===== src/verilog/ramp_pkg.sv =====
`default_nettype none

package ramp_pkg;

	// shared speed-ramp table
	localparam int RAMP_ADDR_W = 6;                 // 64 entries
	localparam int RAMP_DATA_W = 16;                // period, slot ticks per step
	localparam int RAMP_DEPTH  = 2 ** RAMP_ADDR_W;

	// slot ring, must cover every axis and the
	// two cycles of address register plus ram read
	localparam int N_SLOTS = 8;

endpackage

`default_nettype wire


===== src/verilog/axis_pkg.sv =====
`default_nettype none

package axis_pkg;

	localparam int N_AXES = 2;      // number of axis controllers
	localparam int STEP_W = 16;     // step count, position and stroke
	localparam int CMD_W  = 2;

	typedef enum logic [CMD_W-1:0] {
		CMD_MOVE = 2'd0,    // ramped move of i_step steps
		CMD_HOME = 2'd1,    // seek home sensor, negative direction
		CMD_STOP = 2'd2     // abort at next tick
	} axis_cmd_e;

	typedef enum logic [1:0] {
		ST_IDLE     = 2'd0,
		ST_RUN      = 2'd1,
		ST_HOMING   = 2'd2,
		ST_ACK_WAIT = 2'd3  // motion over, ack still up
	} axis_state_e;

endpackage

`default_nettype wire


===== src/verilog/ramp_port_if.sv =====
`timescale 1ns/1ps
`default_nettype none

interface ramp_port_if import ramp_pkg::*; ();

	logic                   tick;       // one cycle in this axis's slot
	logic [RAMP_ADDR_W-1:0] acc_addr;
	logic [RAMP_ADDR_W-1:0] dec_addr;
	logic [RAMP_DATA_W-1:0] acc_data;   // valid at the tick
	logic [RAMP_DATA_W-1:0] dec_data;
	logic [RAMP_ADDR_W-1:0] addr_max;   // last table address written

	modport sched (
		output tick,
		output acc_data,
		output dec_data,
		output addr_max,
		input  acc_addr,
		input  dec_addr
	);

	modport axis (
		input  tick,
		input  acc_data,
		input  dec_data,
		input  addr_max,
		output acc_addr,
		output dec_addr
	);

endinterface

`default_nettype wire


===== src/verilog/speed_table_ram.sv =====
`timescale 1ns/1ps
`default_nettype none

module speed_table_ram
	import ramp_pkg::*;
(
	input  logic                   clk,

	input  logic                   i_we_a,
	input  logic [RAMP_ADDR_W-1:0] i_addr_a,
	input  logic [RAMP_DATA_W-1:0] i_wdata_a,
	output logic [RAMP_DATA_W-1:0] o_rdata_a,

	input  logic                   i_we_b,
	input  logic [RAMP_ADDR_W-1:0] i_addr_b,
	input  logic [RAMP_DATA_W-1:0] i_wdata_b,
	output logic [RAMP_DATA_W-1:0] o_rdata_b
);

	logic [RAMP_DATA_W-1:0] mem [RAMP_DEPTH];

	// read-first on both ports, latency 1
	always_ff @(posedge clk) begin
		if (i_we_a)
			mem[i_addr_a] <= i_wdata_a;
		if (i_we_b)
			mem[i_addr_b] <= i_wdata_b;
		o_rdata_a <= mem[i_addr_a];
		o_rdata_b <= mem[i_addr_b];
	end

endmodule

`default_nettype wire


===== src/verilog/ramp_scheduler.sv =====
`timescale 1ns/1ps
`default_nettype none

module ramp_scheduler
	import ramp_pkg::*;
	import axis_pkg::*;
(
	input  logic                   clk,
	input  logic                   resetn,

	input  logic                   i_tbl_init,
	input  logic                   i_tbl_wr_en,
	input  logic [RAMP_DATA_W-1:0] i_tbl_data,

	ramp_port_if.sched             ramp_ports [N_AXES]
);

	logic [N_SLOTS-1:0]     slot_ring;
	logic [RAMP_ADDR_W-1:0] wr_ptr;
	logic [RAMP_ADDR_W-1:0] addr_max;
	logic                   tbl_we;
	logic [RAMP_ADDR_W-1:0] addr_a;

	logic [RAMP_ADDR_W-1:0] acc_masked [N_AXES];
	logic [RAMP_ADDR_W-1:0] dec_masked [N_AXES];
	logic [RAMP_ADDR_W-1:0] acc_merge;
	logic [RAMP_ADDR_W-1:0] dec_merge;
	logic [RAMP_ADDR_W-1:0] acc_addr_q;
	logic [RAMP_ADDR_W-1:0] dec_addr_q;
	logic [RAMP_DATA_W-1:0] acc_rdata;
	logic [RAMP_DATA_W-1:0] dec_rdata;

	assign tbl_we = i_tbl_init && i_tbl_wr_en;
	assign addr_a = i_tbl_init ? wr_ptr : acc_addr_q;   // writer owns port a in init

	// table loader
	always_ff @(posedge clk) begin
		if (!resetn) begin
			wr_ptr   <= '0;
			addr_max <= '0;
		end else if (!i_tbl_init) begin
			wr_ptr <= '0;
		end else if (i_tbl_wr_en) begin
			wr_ptr   <= wr_ptr + 1'b1;
			addr_max <= wr_ptr;
		end
	end

	// one-hot slot ring, one step per cycle
	always_ff @(posedge clk) begin
		if (!resetn)
			slot_ring <= N_SLOTS'(1);
		else
			slot_ring <= {slot_ring[N_SLOTS-2:0], slot_ring[N_SLOTS-1]};
	end

	// an axis is read two slots ahead of its own tick
	// so the ram output lands exactly on that tick
	for (genvar k = 0; k < N_AXES; k++) begin : g_axis
		assign ramp_ports[k].tick     = slot_ring[k];
		assign ramp_ports[k].acc_data = acc_rdata;
		assign ramp_ports[k].dec_data = dec_rdata;
		assign ramp_ports[k].addr_max = addr_max;

		assign acc_masked[k] = slot_ring[(k + N_SLOTS - 2) % N_SLOTS] ?
			ramp_ports[k].acc_addr : '0;
		assign dec_masked[k] = slot_ring[(k + N_SLOTS - 2) % N_SLOTS] ?
			ramp_ports[k].dec_addr : '0;
	end

	always_comb begin
		acc_merge = '0;
		dec_merge = '0;
		for (int k = 0; k < N_AXES; k++) begin
			acc_merge = acc_merge | acc_masked[k];
			dec_merge = dec_merge | dec_masked[k];
		end
	end

	always_ff @(posedge clk) begin
		acc_addr_q <= acc_merge;
		dec_addr_q <= dec_merge;
	end

	speed_table_ram u_ram (
		.clk       (clk),
		.i_we_a    (tbl_we),
		.i_addr_a  (addr_a),
		.i_wdata_a (i_tbl_data),
		.o_rdata_a (acc_rdata),
		.i_we_b    (1'b0),          // port b is read only here
		.i_addr_b  (dec_addr_q),
		.i_wdata_b ('0),
		.o_rdata_b (dec_rdata)
	);

endmodule

`default_nettype wire


===== src/verilog/axis_controller.sv =====
`timescale 1ns/1ps
`default_nettype none

module axis_controller
	import ramp_pkg::*;
	import axis_pkg::*;
(
	input  logic                   clk,
	input  logic                   resetn,
	ramp_port_if.axis              ramp,

	input  logic                   i_cmd_req,
	input  axis_cmd_e              i_cmd,
	output logic                   o_cmd_ack,

	input  logic [STEP_W-1:0]      i_step,
	input  logic [RAMP_DATA_W-1:0] i_speed,
	input  logic                   i_dir,
	input  logic [STEP_W-1:0]      i_stroke,
	input  logic                   i_zpd,      // home sensor

	output logic                   o_step,
	output logic                   o_dir,
	output logic                   o_busy,
	output logic [STEP_W-1:0]      o_pos,
	output logic [RAMP_DATA_W-1:0] o_rt_period,
	output logic                   o_home,
	output logic                   o_limit
);

	axis_state_e            state;
	logic                   stop_pend;
	logic                   primed;     // table addresses for step 0 issued
	logic [STEP_W-1:0]      total;
	logic [STEP_W-1:0]      n_done;
	logic [RAMP_DATA_W-1:0] tick_cnt;
	logic [RAMP_DATA_W-1:0] period;
	logic [STEP_W-1:0]      n_next;
	logic [STEP_W-1:0]      rem_m1;
	logic                   moving;
	logic                   accept;
	logic                   end_now;
	logic                   due;
	logic                   at_stroke;
	logic                   adv;
	logic                   fire;

	function automatic logic [RAMP_ADDR_W-1:0] clamp_addr(input logic [STEP_W-1:0] v,
		input logic [RAMP_ADDR_W-1:0] amax);
		if (v >= STEP_W'(amax))
			return amax;
		return v[RAMP_ADDR_W-1:0];
	endfunction

	// largest of accel entry, decel entry and the commanded floor
	always_comb begin
		period = i_speed;
		if (ramp.acc_data > period)
			period = ramp.acc_data;
		if (ramp.dec_data > period)
			period = ramp.dec_data;
	end

	assign moving    = (state == ST_RUN) || (state == ST_HOMING);
	assign accept    = i_cmd_req && !o_cmd_ack && (i_cmd == CMD_STOP || state == ST_IDLE);
	assign n_next    = primed ? n_done + 1'b1 : n_done;
	assign rem_m1    = total - n_next - 1'b1;
	assign due       = primed && (tick_cnt + 1'b1 >= period);
	assign at_stroke = o_dir && (o_pos >= i_stroke);
	assign end_now   = stop_pend || (state == ST_HOMING && i_zpd) ||
		(state == ST_RUN && n_done == total);

	// new addresses on the priming tick and on every step
	assign adv  = ramp.tick && moving && !end_now && (!primed || (due && !at_stroke));
	assign fire = adv && primed;

	assign o_step = fire;
	assign o_busy = moving;

	always_ff @(posedge clk) begin
		if (!resetn) begin
			state       <= ST_IDLE;
			o_cmd_ack   <= 1'b0;
			stop_pend   <= 1'b0;
			primed      <= 1'b0;
			o_dir       <= 1'b0;
			o_pos       <= '0;
			o_home      <= 1'b0;
			o_limit     <= 1'b0;
			o_rt_period <= '0;
		end else begin
			if (accept)
				o_cmd_ack <= 1'b1;
			else if (!i_cmd_req)
				o_cmd_ack <= 1'b0;     // drop one cycle after req

			if (accept) begin
				o_home  <= 1'b0;
				o_limit <= 1'b0;
				if (i_cmd == CMD_STOP) begin
					if (moving)
						stop_pend <= 1'b1;
					else
						state <= ST_ACK_WAIT;
				end else begin
					state     <= (i_cmd == CMD_HOME) ? ST_HOMING : ST_RUN;
					o_dir     <= (i_cmd == CMD_HOME) ? 1'b0 : i_dir;
					total     <= i_step;
					n_done    <= '0;
					primed    <= 1'b0;
					stop_pend <= 1'b0;
				end
			end else if (state == ST_ACK_WAIT && !o_cmd_ack) begin
				state <= ST_IDLE;
			end

			if (ramp.tick && moving) begin
				if (end_now) begin
					state     <= ST_ACK_WAIT;
					stop_pend <= 1'b0;
					if (state == ST_HOMING && i_zpd) begin
						o_pos  <= '0;
						o_home <= 1'b1;
					end
				end else if (primed) begin
					o_rt_period <= period;
					if (!due) begin
						tick_cnt <= tick_cnt + 1'b1;
					end else if (at_stroke) begin
						state   <= ST_ACK_WAIT;    // would pass the stroke
						o_limit <= 1'b1;
					end
				end
			end

			if (adv) begin
				primed   <= 1'b1;
				tick_cnt <= '0;
				n_done   <= n_next;
			end
			if (fire)
				o_pos <= o_dir ? o_pos + 1'b1 : o_pos - 1'b1;
		end
	end

	// held until the next own tick, the ram read lands in between
	always_ff @(posedge clk) begin
		if (!resetn) begin
			ramp.acc_addr <= '0;
			ramp.dec_addr <= '0;
		end else if (adv) begin
			ramp.acc_addr <= clamp_addr(n_next, ramp.addr_max);
			ramp.dec_addr <= (state == ST_HOMING) ? ramp.addr_max :
				clamp_addr(rem_m1, ramp.addr_max);
		end
	end

endmodule

`default_nettype wire


===== src/verilog/stepper_top.sv =====
`timescale 1ns/1ps
`default_nettype none

module stepper_top
	import ramp_pkg::*;
	import axis_pkg::*;
(
	input  logic                                clk,
	input  logic                                resetn,

	input  logic                                i_tbl_init,
	input  logic                                i_tbl_wr_en,
	input  logic [RAMP_DATA_W-1:0]              i_tbl_data,

	input  logic [N_AXES-1:0]                   i_cmd_req,
	input  logic [N_AXES-1:0][CMD_W-1:0]        i_cmd,
	output logic [N_AXES-1:0]                   o_cmd_ack,
	input  logic [N_AXES-1:0][STEP_W-1:0]       i_step,
	input  logic [N_AXES-1:0][RAMP_DATA_W-1:0]  i_speed,
	input  logic [N_AXES-1:0]                   i_dir,
	input  logic [N_AXES-1:0][STEP_W-1:0]       i_stroke,
	input  logic [N_AXES-1:0]                   i_zpd,

	output logic [N_AXES-1:0]                   o_step,
	output logic [N_AXES-1:0]                   o_dir,
	output logic [N_AXES-1:0]                   o_busy,
	output logic [N_AXES-1:0][STEP_W-1:0]       o_pos,
	output logic [N_AXES-1:0][RAMP_DATA_W-1:0]  o_rt_period,
	output logic [N_AXES-1:0]                   o_home,
	output logic [N_AXES-1:0]                   o_limit
);

	ramp_port_if u_ramp_port [N_AXES] ();    // one table port per axis

	ramp_scheduler u_sched (
		.clk         (clk),
		.resetn      (resetn),
		.i_tbl_init  (i_tbl_init),
		.i_tbl_wr_en (i_tbl_wr_en),
		.i_tbl_data  (i_tbl_data),
		.ramp_ports  (u_ramp_port)
	);

	for (genvar k = 0; k < N_AXES; k++) begin : g_axis
		axis_controller u_axis (
			.clk         (clk),
			.resetn      (resetn),
			.ramp        (u_ramp_port[k]),
			.i_cmd_req   (i_cmd_req[k]),
			.i_cmd       (axis_cmd_e'(i_cmd[k])),
			.o_cmd_ack   (o_cmd_ack[k]),
			.i_step      (i_step[k]),
			.i_speed     (i_speed[k]),
			.i_dir       (i_dir[k]),
			.i_stroke    (i_stroke[k]),
			.i_zpd       (i_zpd[k]),
			.o_step      (o_step[k]),
			.o_dir       (o_dir[k]),
			.o_busy      (o_busy[k]),
			.o_pos       (o_pos[k]),
			.o_rt_period (o_rt_period[k]),
			.o_home      (o_home[k]),
			.o_limit     (o_limit[k])
		);
	end

endmodule

`default_nettype wire


===== config.mk =====
export PLATFORM = sky130hd
export DESIGN_NAME = stepper_top
export DESIGN_NICKNAME = d
export VERILOG_FILES = /design/src/verilog/ramp_pkg.sv /design/src/verilog/axis_pkg.sv /design/src/verilog/ramp_port_if.sv /design/src/verilog/speed_table_ram.sv /design/src/verilog/ramp_scheduler.sv /design/src/verilog/axis_controller.sv /design/src/verilog/stepper_top.sv
export SDC_FILE = /design/constraint.sdc
export NUM_CORES = 2
export LEC_CHECK = 0
export BUFFER_PORTS_ARGS = -buffer_cell sky130_fd_sc_hd__buf_2
export CAP_MARGIN = 40
export CORE_ASPECT_RATIO = 1.25
export CORE_MARGIN = 2
export CORE_UTILIZATION = 63
export CTS_CLUSTER_DIAMETER = 80
export DETAILED_ROUTE_END_ITERATION = 6
export PLACE_DENSITY_LB_ADDON = 0.25
export SLEW_MARGIN = 40
export SYNTH_ARGS = -nofsm -noshare
export SYNTH_HDL_FRONTEND = slang
export SYNTH_SLANG_ARGS = --single-unit

===== constraint.sdc =====
create_clock -name clk -period 14.3 [get_ports clk]
set_clock_uncertainty 0.2 [all_clocks]
set_input_delay 3.575 -clock clk [delete_from_list [all_inputs] [get_ports clk]]
set_output_delay 3.575 -clock clk [all_outputs]
set_load 0.05 [all_outputs]

# Word level (Yosys, flattened, before mapping)
# Memory sizes are Yosys's and may differ from the RTL's. A register that Yosys moved wholly into a read port is not among the register bits.
# Cells that the tools add are included.
[totals]
output_inout_bits = 76
input_bits = 126
register_bits = 232
elab_cells = 279
n_memories = 1
ram_bits = 1024
[memory_table]
columns = ["name", "depth", "word_bits", "read_ports", "rd_ports_with_merged_regs", "write_ports", "line_no", "text"]
rows = [
  ["u_sched.u_ram.mem", 64, 16, 2, 2, 1, "speed_table_ram.sv:20", "logic [RAMP_DATA_W-1:0] mem [RAMP_DEPTH];"],
]
[classes]
magnitude_cmp = 12
eq_ne = 20
addsub = 13
n_mux = 121
reduce_logical = 73
bitwise_logic = 6
[op_table]
columns = ["cell", "count"]
rows = [
  ["$mux W16", 30],
  ["$add A16 B1 Y16 const B", 6],
  ["$mux W6", 15],
  ["$ge A16 B16 Y1", 4],
  ["$ge A16 B6 Y1", 4],
  ["$gt A16 B16 Y1", 4],
  ["$sub A16 B1 Y16 const B", 4],
  ["$mux W1", 56],
  ["$mux W2", 20],
  ["$eq A16 B16 Y1", 2],
  ["$sub A16 B16 Y16", 2],
  ["$logic_and A1 B1 Y1", 25],
  ["$reduce_and A3 Y1", 8],
  ["$reduce_bool A2 Y1", 12],
  ["$eq A2 B2 Y1 const B", 6],
  ["$or A6 B6 Y6", 2],
  ["$reduce_and A2 Y1", 6],
  ["$logic_or A1 B1 Y1", 10],
  ["$reduce_and A5 Y1", 2],
  ["$eq A2 B1 Y1 const B", 4],
  ["$logic_not A1 Y1", 8],
  ["$ne A2 B1 Y1 const B", 4],
  ["$ne A2 B2 Y1 const B", 4],
  ["$add A6 B1 Y6 const B", 1],
  ["other kinds (2)", 6],
]

# Longest topological paths before layout
[depth]
word_depth = 13
depth_mapped = 33
depth_no_buf = 29

# Hierarchy
# Synthesis repeated with hierarchy kept, for this count alone.
[hier_totals]
hier_cells = 6780
area_unflattened_um2 = 80151.9
[by_module_without_submodules]
columns = ["mod", "n_inst", "cells_per_inst", "area_each_um2", "seq_area_each_um2"]
rows = [
  ["speed_table_ram", 1, 4781, 62118.3, 31390.1],
  ["axis_controller (g_axis[1].u_axis)", 1, 935, 8366.8, 2482.4],
  ["axis_controller (g_axis[0].u_axis)", 1, 923, 8265.4, 2482.4],
  ["ramp_scheduler", 1, 141, 1401.3, 640.6],
]

# Worst setup path after synthesis
# OpenSTA, ideal clock, no wires.
[synth_path]
path_kind = "input port to output port"
from = "input i_speed[13] in the netlist's numbering"
to = "output o_step[0]"
cell_stages = 28
slack_ps = 879
arrival_ps = 9646
t_required_ps = 10525
path_buffers = 4
cell_sequence = "inv_1 -> ha_1 -> or4_1 -> a21oi_1 -> o21ai_1 -> a32o_1 -> nor2_1 -> clkbuf_1 -> mux2_2 -> inv_1 -> ha_1 -> nand4_1 -> nor3_1 -> o221ai_1 -> o31ai_1 -> nor4b_4 -> buf_4 -> mux2i_1 -> ha_1 -> a211oi_1 -> o211ai_1 -> a31oi_1 -> o31ai_1 -> a31oi_1 -> or3_1 -> clkbuf_1 -> inv_2 -> buf_4"
[synth_via]
elab_chain_len = 10
[synth_lines]
columns = ["element", "line_no", "text"]
rows = [
  ["from (decl)", "stepper_top.sv:19", "input logic [N_AXES-1:0][RAMP_DATA_W-1:0] i_speed,"],
  ["$gt A16 B16 Y1", "axis_controller.sv:58", "if (ramp.acc_data > period)"],
  ["$mux W16 (*)", "axis_controller.sv:58", ""],
  ["$gt A16 B16 Y1", "axis_controller.sv:60", "if (ramp.dec_data > period)"],
  ["$mux W16 (*)", "axis_controller.sv:60", ""],
  ["$ge A16 B16 Y1 (*)", "axis_controller.sv:68", "assign due = primed && (tick_cnt + 1'b1 >= period);"],
  ["$logic_and A1 B1 Y1 (*)", "axis_controller.sv:68", ""],
  ["$logic_and A1 B1 Y1 (*)", "axis_controller.sv:74", "assign adv = ramp.tick && moving && !end_now && (!primed || (due && !at_stroke));"],
  ["$logic_or A1 B1 Y1 (*)", "axis_controller.sv:74", ""],
  ["$logic_and A1 B1 Y1 (*)", "axis_controller.sv:74", ""],
  ["$logic_and A1 B1 Y1 (*)", "axis_controller.sv:75", "assign fire = adv && primed;"],
  ["to (decl)", "stepper_top.sv:24", "output logic [N_AXES-1:0] o_step,"],
]
# Mark *: on every way between the ends. The rest lies on a longest branch, timed or not.

# Worst setup path after layout
[layout_path]
from = "input i_speed[13] in the netlist's numbering"
to = "output o_step[0]"
[layout_via]
elab_chain_len = 10
[layout_lines]
columns = ["element", "line_no", "text"]
rows = [
  ["$gt A16 B16 Y1", "axis_controller.sv:58", ""],
  ["$mux W16 (*)", "axis_controller.sv:58", ""],
  ["$gt A16 B16 Y1", "axis_controller.sv:60", ""],
  ["$mux W16 (*)", "axis_controller.sv:60", ""],
  ["net g_axis[0].u_axis.period[0]", "axis_controller.sv:37", "logic [RAMP_DATA_W-1:0] period;"],
  ["$ge A16 B16 Y1 (*)", "axis_controller.sv:68", ""],
  ["$logic_and A1 B1 Y1 (*)", "axis_controller.sv:68", ""],
  ["$logic_and A1 B1 Y1 (*)", "axis_controller.sv:74", ""],
  ["$logic_or A1 B1 Y1 (*)", "axis_controller.sv:74", ""],
  ["$logic_and A1 B1 Y1 (*)", "axis_controller.sv:74", ""],
  ["$logic_and A1 B1 Y1 (*)", "axis_controller.sv:75", ""],
]
# Mark *: on every way through the listed nets, which the timed path passes. The rest lies on a longest branch.

==> flow_summary.ini <==
[outcome]
status = finished, violations left
violations = design-rule violations

[global_routing]
grt_util_met1 = 0.4666
met2_usage = 0.6256
grt_pass1_wl_mm = 294.9
grt-ovfl-total = 0
antenna_found_initial = 28
grt_pass1_vias = 44553
grtUsageMet3 = 0.1183
grt_max_degree = 65
grt_usage = 0.4011
grt.busiest_layer = met2

[placed_design]
dp_hpwl_mm = 128.5
io_buffer_count = 201
gp_routability_congestion = 0.9657

[logic_synthesis]
synth_most_common_cell = edfxtp_1
synth_ff_type = edfxtp_1
syn-num-nets = 4757
syn_inst = 4402
yosysWarnings = 0
synth_area_leaders = edfxtp_1, mux4_2, dfxtp_1, ha_1, a22oi_1
synth_area_leader_cell = edfxtp_1
syn_area_per_cell_um2 = 14.35
ys_seq_elements = 1288
synth-async-reset-ratio = 0
ys_seq_area_frac = 0.5857
synth_edf_count = 1120
synth.distinct_cells = 86
synth_top_area_frac = 0.5325
synth_area_um2 = 63160
synth_common_cells = edfxtp_1, mux4_2, a22oi_1

[floorplanning]
die_w_um = 287.2
core-area_um2 = 99260
rows = 129
io_pins = 202
initial_core_util = 0.6363
dieArea_um2 = 102800
die_h_um = 358.0

[pwr]
power.density_nw_per_um2 = 114.2
p_leak_nw = 23.38
worst_ir_drop_vdd_mv = 0.1293
power.total_mw = 8.058

[cts]
clock_sinks = 1288
cts_buffers = 131
cts_resized = 0
clockRootBuffer = clkbuf_16
ctsHoldBuffers = 0
ctsHtreeMaxLevel = 4
clk-insertion-delay-late_ps = 750
cts_tree = done
cts_setup_buffers = 0
cts.path.max_buffers = 3
clkTransAtPathRegs_ps = 60

[min_path]
hold_start = u_sched.slot_ring[5]
hp-class = reg -> reg

[setup_path]
cpMostUsedCell = ha_1
crit_type = in -> out
slowest_delay_ps = 530
cp_slowest_cell = or3_1
worst-path-max-fanout = 18
critPathBufInv = 7
cp-end-kind = output pin
critPathLaunchType = input pin
cp_data_arrival_time_ps = 10160
r2r-start = u_sched.u_ram.o_rdata_a[5]
worstPathRequired_ps = 10520
startpoint = i_speed[13]
crit_family = simple AND/OR/NAND/NOR gates

[layout]
postLayoutCoreUtil = 0.7106
syn_to_final_growth_pct = 11.68
drive_gt1_frac = 0.2204
final_nets = 4957

[timing]
worst_slew_pin_slew_ps = 994.9
period_needed_ps = 13940
fmax_mhz = 71.74
hold_viol_final = 0
setup_violations = 0
grt_setup_unrepaired = false
relSlewSlack = 0.3367
fin_crit_sh = 0.9747
tns_ps = 0
drv_slew = 0

[route]
finalWirelength_mm = 206.2
routed_via_density = 7.529
wl_per_cell_um = 34.19
drt_first_pass_iters = 7
post-route-drc-count = 19
vias = 45400
drt_iter0_drc = 7335
ant_nets = 0

[run]
drv_cap = 0
per-layer routing:
metal	vias up	wire (um)
met5	-	155
met4	24	19530
li1	18386	-
met3	1034	28400
met2	3891	94400
met1	22065	63700
state kept, by name, summed over array words and instances, names as in the netlist, 16 cells and up:
signal	flops
u_sched.u_ram.o_rdata_b	16
u_sched.u_ram.mem	1024
u_sched.u_ram.o_rdata_a	16
g_axis.u_axis.o_pos	32
g_axis.u_axis.n_done	32
g_axis.u_axis.o_rt_period	32
g_axis.u_axis.total	32
g_axis.u_axis.tick_cnt	32
layout by cell type, fill, tap and decap left out, types with 22 or more instances in the layout:
cell type,netlist,final
edfxtp_1,1120,1120
mux4_2,336,336
a22oi_1,327,327
ha_1,225,225
nand2_1,197,197
buf_2,2,189
dfxtp_1,168,163
nor2_1,226,158
buf_4,13,151
a21oi_1,144,143
clkbuf_16,0,135
inv_1,130,130
a22o_1,99,99
xnor2_1,97,97
a31oi_1,99,88
o21ai_0,86,84
nand3_1,84,84
nor2_2,0,66
and2_1,53,49
nand4_1,48,48
a221oi_1,47,47
a222oi_1,45,45
a21o_1,44,43
a41oi_1,43,41
clkbuf_1,208,39
mux2i_1,37,35
nand2b_1,33,33
xor2_1,32,32
and3_1,31,31
nor2b_1,28,28
nor3_1,29,26
nor4_1,29,24
mux2_2,24,24
o31ai_1,25,24
clkinv_2,0,22
path summary, 6_finish.rpt:
kind	end	slack [ps]	cells past startpoint
hold reg to reg	u_sched.slot_ring[6]	240	1
setup / recovery	o_step[0]	360	28
hold / removal	u_sched.slot_ring[6]	240	1
setup reg to reg	g_axis[0].u_axis.tick_cnt[1]	6030	28
where the power goes:
part | switching [mW] | total, mW | internal (mW)
combinational | 0.361 | 0.568 | 0.207
sequential | 0.0357 | 4.15 | 4.11
clock | 1.45 | 3.35 | 1.89
total | 1.85 | 8.06 | 6.21
final cells by class:
cell class	instances	area, um^2
Inverter	134	516.7
Antenna cell	11	27.53
Timing Repair Buffer	351	2255
Clock buffer	177	3566
Tap cell	1310	1639
Multi-Input combinational cell	2696	24950
Fill cell	6393	28720
Sequential cell	1288	37010
Clock inverter	63	574.3
logic make-up after synthesis:
group                      share of synthesized area
AOI/OAI and AO/OA                             0.1302
xor gates and xnor gates                     0.01789
adders and majority gates                    0.04584
buffers and inverters                        0.02587
DFF                                           0.5857
muxes                                         0.1299
and+or+nand+nor                              0.06456
stage by stage:
stage | instance area (um^2) | worst slack (ps) | instances | hold WS, ps
floorplan | 63160 | 878.6 | 4402 | 211.9
global placement | 66070 | 377.5 | 5773 | 219.4
finish | 70540 | 361.3 | 6030 | 241.4
global route | 70530 | 54.77 | 6026 | 262.0
detailed placement | 66280 | 304.0 | 5778 | 222.6
CTS | 70420 | 265.4 | 6018 | 246.3
(Power assumes the default switching activity.)
